<file path="src/hw/gat_config.svh">
`ifndef GAT_CONFIG_SVH
`define GAT_CONFIG_SVH

// Vector geometry
`define GAT_NUM_FEAT 4
`define GAT_ELEM_W 8

// Score and coefficient widths
`define GAT_SCORE_W 18
`define GAT_COEF_W 8

// Aggregation accumulator element width
`define GAT_ACC_W 24

// Largest subgraph the decoder will collect
`define GAT_MAX_NEIGH 8

// Raw score to coefficient scaling
`define GAT_SCORE_SHIFT 4

// Negative slope of the LeakyReLU, as a right shift
`define GAT_LEAKY_SHIFT 3

`endif

</file>
<file path="src/hw/gat_cmd_pkg.sv">
package gat_cmd_pkg;

  // Command stream opcodes
  typedef enum logic [2:0] {
    OP_NOP         = 3'd0,
    OP_SET_A_SELF  = 3'd1,
    OP_SET_A_NEIGH = 3'd2,
    OP_TARGET      = 3'd3,
    OP_NEIGH       = 3'd4,
    OP_NEIGH_LAST  = 3'd5
  } gat_op_e;

  // Decoder FSM
  typedef enum logic {
    ST_IDLE,
    ST_COLLECT
  } dec_state_e;

endpackage

</file>
<file path="src/hw/gat_data_pkg.sv">
`include "gat_config.svh"

package gat_data_pkg;

  // One projected feature element
  typedef logic signed [`GAT_ELEM_W-1:0] feat_elem_t;

  // Wh vector, also the layout of an attention half
  typedef feat_elem_t [`GAT_NUM_FEAT-1:0] feat_vec_t;

  // Dot product of one attention half with one Wh vector
  typedef logic signed [`GAT_SCORE_W-1:0] score_t;

  // Clipped, unnormalised attention coefficient
  typedef logic signed [`GAT_COEF_W-1:0] coef_t;

  // Aggregated output
  typedef logic signed [`GAT_ACC_W-1:0] acc_elem_t;
  typedef acc_elem_t [`GAT_NUM_FEAT-1:0] acc_vec_t;

endpackage

</file>
<file path="src/hw/gat_aggregator.sv">
`include "gat_config.svh"

module gat_aggregator
  import gat_data_pkg::*;
(
  input  logic      clk,
  input  logic      rst_n,

  input  logic      cf_valid_i,
  output logic      cf_ready_o,
  input  coef_t     cf_coef_i,
  input  feat_vec_t cf_feat_i,
  input  logic      cf_last_i,

  output logic      out_valid_o,
  input  logic      out_ready_i,
  output acc_vec_t  out_data_o,

  output logic      busy_o
);

  acc_vec_t acc_q;
  acc_vec_t acc_next;
  logic     acc_active;
  logic     cf_fire;

  // Result register must drain before the next item is taken
  assign cf_ready_o = !out_valid_o;
  assign cf_fire    = cf_valid_i && cf_ready_o;
  assign busy_o     = acc_active || out_valid_o;

  always_comb begin
    for (int k = 0; k < `GAT_NUM_FEAT; k++) begin
      acc_next[k] = acc_q[k] + cf_coef_i * cf_feat_i[k];
    end
  end

  always_ff @(posedge clk or negedge rst_n) begin
    if (!rst_n) begin
      acc_q       <= '0;
      acc_active  <= 1'b0;
      out_valid_o <= 1'b0;
    end else begin
      if (out_valid_o && out_ready_i) begin
        out_valid_o <= 1'b0;
      end
      if (cf_fire) begin
        if (cf_last_i) begin
          acc_q       <= '0;
          acc_active  <= 1'b0;
          out_valid_o <= 1'b1;
        end else begin
          acc_q      <= acc_next;
          acc_active <= 1'b1;
        end
      end
    end
  end

  // Final sum includes the last neighbour
  always_ff @(posedge clk) begin
    if (cf_fire && cf_last_i) begin
      out_data_o <= acc_next;
    end
  end

endmodule

</file>
<file path="src/hw/gat_attention_score.sv">
`include "gat_config.svh"

module gat_attention_score
  import gat_data_pkg::*;
(
  input  logic      clk,
  input  logic      rst_n,

  input  logic      nb_valid_i,
  output logic      nb_ready_o,
  input  feat_vec_t nb_target_i,
  input  feat_vec_t nb_feat_i,
  input  logic      nb_last_i,
  input  feat_vec_t a_self_i,
  input  feat_vec_t a_neigh_i,

  output logic      cf_valid_o,
  input  logic      cf_ready_i,
  output coef_t     cf_coef_o,
  output feat_vec_t cf_feat_o,
  output logic      cf_last_o,

  output logic      busy_o
);

  localparam coef_t COEF_MAX = {1'b0, {(`GAT_COEF_W-1){1'b1}}};
  localparam coef_t COEF_MIN = {1'b1, {(`GAT_COEF_W-1){1'b0}}};

  function automatic score_t dot4(input feat_vec_t a, input feat_vec_t b);
    score_t sum;
    sum = '0;
    for (int k = 0; k < `GAT_NUM_FEAT; k++) begin
      sum = sum + a[k] * b[k];
    end
    return sum;
  endfunction

  logic      s1_valid;
  score_t    s1_dot_self;
  score_t    s1_dot_neigh;
  feat_vec_t s1_feat;
  logic      s1_last;
  logic      nb_fire;
  logic      s2_load;

  // One extra bit so the two halves can be added without wrapping
  logic signed [`GAT_SCORE_W:0] raw_sum;
  logic signed [`GAT_SCORE_W:0] leaky;
  logic signed [`GAT_SCORE_W:0] scaled;
  coef_t                        coef_sat;

  assign s2_load    = s1_valid && (!cf_valid_o || cf_ready_i);
  assign nb_ready_o = !s1_valid || !cf_valid_o || cf_ready_i;
  assign nb_fire    = nb_valid_i && nb_ready_o;
  assign busy_o     = s1_valid || cf_valid_o;

  always_comb begin
    raw_sum = s1_dot_self + s1_dot_neigh;
    leaky   = raw_sum[`GAT_SCORE_W] ? (raw_sum >>> `GAT_LEAKY_SHIFT) : raw_sum;
    scaled  = leaky >>> `GAT_SCORE_SHIFT;
    if (scaled > COEF_MAX) begin
      coef_sat = COEF_MAX;
    end else if (scaled < COEF_MIN) begin
      coef_sat = COEF_MIN;
    end else begin
      coef_sat = coef_t'(scaled);
    end
  end

  always_ff @(posedge clk or negedge rst_n) begin
    if (!rst_n) begin
      s1_valid   <= 1'b0;
      cf_valid_o <= 1'b0;
    end else begin
      if (nb_fire) begin
        s1_valid <= 1'b1;
      end else if (s2_load) begin
        s1_valid <= 1'b0;
      end
      if (s2_load) begin
        cf_valid_o <= 1'b1;
      end else if (cf_ready_i) begin
        cf_valid_o <= 1'b0;
      end
    end
  end

  // Stage 1 dot products, stage 2 activation
  always_ff @(posedge clk) begin
    if (nb_fire) begin
      s1_dot_self  <= dot4(a_self_i, nb_target_i);
      s1_dot_neigh <= dot4(a_neigh_i, nb_feat_i);
      s1_feat      <= nb_feat_i;
      s1_last      <= nb_last_i;
    end
    if (s2_load) begin
      cf_coef_o <= coef_sat;
      cf_feat_o <= s1_feat;
      cf_last_o <= s1_last;
    end
  end

endmodule

</file>
<file path="src/hw/gat_attn_top.sv">
module gat_attn_top
  import gat_cmd_pkg::*;
  import gat_data_pkg::*;
(
  input  logic      clk,
  input  logic      rst_n,

  input  logic      cmd_valid_i,
  output logic      cmd_ready_o,
  input  gat_op_e   cmd_op_i,
  input  feat_vec_t cmd_data_i,

  output logic      out_valid_o,
  input  logic      out_ready_i,
  output acc_vec_t  out_data_o
);

  logic      nb_valid;
  logic      nb_ready;
  feat_vec_t nb_target;
  feat_vec_t nb_feat;
  logic      nb_last;
  feat_vec_t a_self;
  feat_vec_t a_neigh;

  logic      cf_valid;
  logic      cf_ready;
  coef_t     cf_coef;
  feat_vec_t cf_feat;
  logic      cf_last;

  logic      score_busy;
  logic      aggr_busy;

  gat_cmd_decode u_decode (
    .clk         (clk),
    .rst_n       (rst_n),
    .cmd_valid_i (cmd_valid_i),
    .cmd_ready_o (cmd_ready_o),
    .cmd_op_i    (cmd_op_i),
    .cmd_data_i  (cmd_data_i),
    .nb_valid_o  (nb_valid),
    .nb_ready_i  (nb_ready),
    .nb_target_o (nb_target),
    .nb_feat_o   (nb_feat),
    .nb_last_o   (nb_last),
    .a_self_o    (a_self),
    .a_neigh_o   (a_neigh),
    .busy_i      (score_busy | aggr_busy)
  );

  gat_attention_score u_score (
    .clk         (clk),
    .rst_n       (rst_n),
    .nb_valid_i  (nb_valid),
    .nb_ready_o  (nb_ready),
    .nb_target_i (nb_target),
    .nb_feat_i   (nb_feat),
    .nb_last_i   (nb_last),
    .a_self_i    (a_self),
    .a_neigh_i   (a_neigh),
    .cf_valid_o  (cf_valid),
    .cf_ready_i  (cf_ready),
    .cf_coef_o   (cf_coef),
    .cf_feat_o   (cf_feat),
    .cf_last_o   (cf_last),
    .busy_o      (score_busy)
  );

  gat_aggregator u_aggregator (
    .clk         (clk),
    .rst_n       (rst_n),
    .cf_valid_i  (cf_valid),
    .cf_ready_o  (cf_ready),
    .cf_coef_i   (cf_coef),
    .cf_feat_i   (cf_feat),
    .cf_last_i   (cf_last),
    .out_valid_o (out_valid_o),
    .out_ready_i (out_ready_i),
    .out_data_o  (out_data_o),
    .busy_o      (aggr_busy)
  );

endmodule

</file>
<file path="src/hw/gat_cmd_decode.sv">
`include "gat_config.svh"

module gat_cmd_decode
  import gat_cmd_pkg::*;
  import gat_data_pkg::*;
(
  input  logic      clk,
  input  logic      rst_n,

  input  logic      cmd_valid_i,
  output logic      cmd_ready_o,
  input  gat_op_e   cmd_op_i,
  input  feat_vec_t cmd_data_i,

  output logic      nb_valid_o,
  input  logic      nb_ready_i,
  output feat_vec_t nb_target_o,
  output feat_vec_t nb_feat_o,
  output logic      nb_last_o,
  output feat_vec_t a_self_o,
  output feat_vec_t a_neigh_o,

  input  logic      busy_i
);

  localparam int CNT_W = $clog2(`GAT_MAX_NEIGH);

  dec_state_e       state_q;
  logic [CNT_W-1:0] nb_cnt_q;
  logic             cmd_fire;
  logic             is_set;
  logic             is_neigh;
  logic             nb_stall;
  logic             nb_issue;
  logic             nb_is_last;

  assign is_set   = (cmd_op_i == OP_SET_A_SELF) || (cmd_op_i == OP_SET_A_NEIGH);
  assign is_neigh = (cmd_op_i == OP_NEIGH) || (cmd_op_i == OP_NEIGH_LAST);
  assign nb_stall = nb_valid_o && !nb_ready_i;

  // Attention halves may only change once the score pipeline has drained
  assign cmd_ready_o = !nb_stall && !(is_set && (busy_i || nb_valid_o));
  assign cmd_fire    = cmd_valid_i && cmd_ready_o;

  // Neighbours outside a subgraph are swallowed
  assign nb_issue   = cmd_fire && is_neigh && (state_q == ST_COLLECT);
  assign nb_is_last = (cmd_op_i == OP_NEIGH_LAST) ||
                      (nb_cnt_q == CNT_W'(`GAT_MAX_NEIGH - 1));

  always_ff @(posedge clk or negedge rst_n) begin
    if (!rst_n) begin
      state_q    <= ST_IDLE;
      nb_cnt_q   <= '0;
      nb_valid_o <= 1'b0;
      a_self_o   <= '0;
      a_neigh_o  <= '0;
    end else begin
      if (nb_valid_o && nb_ready_i) begin
        nb_valid_o <= 1'b0;
      end
      if (nb_issue) begin
        nb_valid_o <= 1'b1;
        if (nb_is_last) begin
          state_q  <= ST_IDLE;
          nb_cnt_q <= '0;
        end else begin
          nb_cnt_q <= nb_cnt_q + 1'b1;
        end
      end
      if (cmd_fire) begin
        case (cmd_op_i)
          OP_SET_A_SELF:  a_self_o  <= cmd_data_i;
          OP_SET_A_NEIGH: a_neigh_o <= cmd_data_i;
          OP_TARGET: begin
            state_q  <= ST_COLLECT;
            nb_cnt_q <= '0;
          end
          default: ;
        endcase
      end
    end
  end

  // Work item payload
  always_ff @(posedge clk) begin
    if (cmd_fire && cmd_op_i == OP_TARGET) begin
      nb_target_o <= cmd_data_i;
    end
    if (nb_issue) begin
      nb_feat_o <= cmd_data_i;
      nb_last_o <= nb_is_last;
    end
  end

endmodule

</file>
<file path="config.mk">
export PLATFORM = sky130hd
export DESIGN_NAME = gat_attn_top
export DESIGN_NICKNAME = d
export VERILOG_FILES = /design/src/hw/gat_cmd_pkg.sv /design/src/hw/gat_data_pkg.sv /design/src/hw/gat_aggregator.sv /design/src/hw/gat_attention_score.sv /design/src/hw/gat_attn_top.sv /design/src/hw/gat_cmd_decode.sv
export VERILOG_INCLUDE_DIRS = /design/src /design/src/hw
export SDC_FILE = /design/constraint.sdc
export NUM_CORES = 2
export LEC_CHECK = 0
export BUFFER_PORTS_ARGS = -buffer_cell sky130_fd_sc_hd__buf_2
export CAP_MARGIN = 20
export CELL_PAD_IN_SITES_DETAIL_PLACEMENT = 1
export CELL_PAD_IN_SITES_GLOBAL_PLACEMENT = 2
export CORE_MARGIN = 3
export CORE_UTILIZATION = 47
export DETAILED_ROUTE_END_ITERATION = 16
export GPL_TIMING_DRIVEN = 0
export PLACE_DENSITY_LB_ADDON = 0.1
export SETUP_SLACK_MARGIN = 0.05
export SYNTH_ARGS = -nofsm -noshare
export SYNTH_HDL_FRONTEND = slang
export SYNTH_SLANG_ARGS = --single-unit
</file>
<file path="constraint.sdc">
create_clock -name clk -period 12.4 [get_ports clk]
set_input_delay 1.24 -clock clk [delete_from_list [all_inputs] [get_ports clk]]
set_output_delay 1.24 -clock clk [all_outputs]
set_load 0.05 [all_outputs]
</file>
==> results.sh <==
export IMPL_postPlaceCellArea_sq_um=54710
export IMPL_crit_type="reg -> reg"
export IMPL_ctsHoldBuffers=0
export IMPL_startpoint_type="register"
export IMPL_num_vias=35100
export IMPL_setup_violations=0
export IMPL_dpl_hpwl_microns=108600
export IMPL_via_per_inst=5.164
export IMPL_yosys_warnings=0
export IMPL_fin_nets=6536
export IMPL_cts_setup_buffers=0
export IMPL_hold_viol_final=0
export IMPL_grt_pass1_wl_microns=215100
export IMPL_die_w_microns=338.3
export IMPL_syn_area_per_cell_sq_um=10.25
export IMPL_slowest_delay_ns=0.57
export IMPL_r2r_start="u_decode.nb_target_o[18]"
export IMPL_die_area_sq_um=114500
export IMPL_whs_ns=0.3999
export IMPL_fmax_mhz=127.2
export IMPL_synth_top_area_share_pct=28.16
export IMPL_htree_levels=2
export IMPL_min_period_ns=7.864
export IMPL_reg2reg_depth=23
export IMPL_hp_start="u_score.s1_feat[11]"
export IMPL_yosys_area_top_type="fa_1"
export IMPL_syn_inst=5066
export IMPL_floorplan_initialDensity_pct=47.55
export IMPL_synth_edff_count=271
export IMPL_whs_path_depth=0
export IMPL_antenna_cells=0
export IMPL_gp_congestion=0.8403
export IMPL_ys_flop_type="edfxtp_1"
export IMPL_cts_clk_slew_worst_paths_ns=0.06
export IMPL_path_max_fanout=8
export IMPL_end_kind="register"
export IMPL_root_buffer="clkbuf_16"
export IMPL_pin_count=137
export IMPL_rsz0062_at_grt="false"
export IMPL_grt_max_degree=97
export IMPL_synth_distinct_cells=94
export IMPL_required_ns=12.77
export IMPL_clock_skew_ns=0.02783
export IMPL_clkLatencyLatePin_ns=0.66
export IMPL_antenna_left=0
export IMPL_min_path_type="reg -> reg"
export IMPL_outcome="completed"
export IMPL_cts_resized=0
export IMPL_numClockSinks=440
export IMPL_cts_tree="yes"
export IMPL_syn_num_nets=6328
export IMPL_final_max_slew_violation_count=0
export IMPL_final_cell_mix="inv_1, fa_1, ha_1"
export IMPL_maxCapViolCount=0
export IMPL_drive_gt1_share_pct=6.896
export IMPL_ys_top_cells_by_area="fa_1, edfxtp_1, ha_1"
export IMPL_fin_crit_sh_pct=63.42
export IMPL_ys_seq_elements=440
export IMPL_wl_per_cell_microns=19.40
export IMPL_ys_async_sr_fraction_pct=38.41
export IMPL_grt_usage_pct=23.72
export IMPL_drt_initial_drc_count=1375
export IMPL_core_area_sq_um=109200
export IMPL_syn_area_sq_um=51900
export IMPL_setup_tns_final_ns=0
export IMPL_layout_commonest_cell="inv_1"
export IMPL_cpMaxStageDelayCell="edfxtp_1"
export IMPL_crit_chain="nand2_1 -> fa_1 -> fa_1 -> fa_1 -> fa_1 -> inv_1 -> ha_1 -> nor2b_1 -> o21ai_1 -> a21boi_0 -> o21ai_0 -> a21boi_1 -> o21ai_0 -> a21boi_0 -> nor2_1 -> fa_1 -> fa_1 -> ha_1 -> or3_1 -> a2111oi_1 -> nor3_1 -> o211a_1 -> nor3_1"
export IMPL_finalWirelength_microns=131900
export IMPL_die_y_microns=338.3
export IMPL_drc=0
export IMPL_antenna_found_initial=6
export IMPL_ys_seq_area_share_pct=23.83
export IMPL_rows=121
export IMPL_worst_pin_slew_ns=1.078
export IMPL_grt_pass1_vias=38780
export IMPL_syn2layout_area_growth_pct=9.047
export IMPL_final_area_sq_um=56600
export IMPL_overflow=0
export IMPL_max_slew_margin_rel_pct=27.74
export IMPL_cp_common_cell="fa_1"
export IMPL_port_buffers=136
export IMPL_dr_pass1_iters=5
export IMPL_cts_buffers_inserted=57
export IMPL_crit_start="u_decode.nb_target_o[18]"
export IMPL_cp_arrival_ns=8.24
export IMPL_cts_buffer_depth=3
[state kept, by name (all words and copies together) (netlist names), 32 cells and up]
register	cells
u_score.cf_feat_o	32
u_decode.nb_feat_o	32
u_aggregator.acc_q	96
u_score.s1_feat	32
u_decode.a_self_o	32
u_decode.nb_target_o	32
u_decode.a_neigh_o	32
u_aggregator.out_data_o	96
[worst max-delay path: cells and delay by family (launching register included)]
| family | cells | cell delay [ns] |
|---|---|---|
| adder cells (fa/ha/maj) | 8 | 3.41 |
| AO/OA/AOI/OAI | 8 | 1.89 |
| AND/OR/NAND/NOR | 6 | 1.64 |
| flip-flops | 1 | 0.57 |
| buffers and inverters | 1 | 0.04 |
[cell type report]
class | count | area (sq um)
Clock inverter | 35 | 349.1
Sequential cell | 440 | 12370
Fill cell | 12070 | 52560
Multi-Input combinational cell | 3437 | 35110
Timing Repair Buffer | 149 | 912.1
Clock buffer | 72 | 1544
Tap cell | 1476 | 1847
Inverter | 1127 | 4230
Buffer | 62 | 245.2
[cell usage after synthesis (64+ instances only)]
| cell type | instances |
|---|---|
| dfrtp_1 | 169 |
| nor2_1 | 213 |
| and2_1 | 483 |
| edfxtp_1 | 271 |
| a22o_1 | 82 |
| fa_1 | 730 |
| xnor2_1 | 250 |
| ha_1 | 493 |
| a21oi_1 | 153 |
| o21ai_0 | 83 |
| inv_1 | 1126 |
| nand2_1 | 285 |
| mux2_2 | 64 |
[logic make-up (layout without fill, tap and decap cells)]
family,count (synthesis),count (layout),share of synthesized area (%)
adder cells (fa/ha/maj),1223,1223,40.04
AND/OR/NAND/NOR,1213,1213,12.09
buffers and inverters,1189,1445,8.623
AO/OA/AOI/OAI,628,628,8.772
flip-flops,440,440,23.83
XOR/XNOR,307,307,5.209
multiplexers,66,66,1.437
[layer usage]
layer	part of all wire, %	global-route usage (%)
met1	42	30.05
met2	52	42.96
met5	0	0
met4	3.2	6.747
met3	2.8	2.430
[through the flow]
step | utilization, % | worst slack (ns) | cells
finish | 51.85 | 4.536 | 6798
global route | 51.85 | 3.948 | 6798
CTS | 51.85 | 4.407 | 6798
detailed placement | 50.12 | 4.517 | 6691
global placement | 49.87 | 3.525 | 6678
floorplan | - | 5.865 | 5066
[path summary, 6_finish.rpt]
check / end / slack (ns)
max: u_score.s1_dot_self[17] / 4.54
min: u_score.cf_feat_o[11] / 0.40
max reg2reg: u_score.s1_dot_self[17] / 4.54
min reg2reg: u_score.cf_feat_o[11] / 0.40
max in group asynchronous: u_decode.a_self_o[23] / 10.74
min in group asynchronous: u_aggregator.acc_q[45] / 0.58
Power is not shown: default switching activity piles up to over one toggle a cycle in this logic, so the estimate is an artifact.
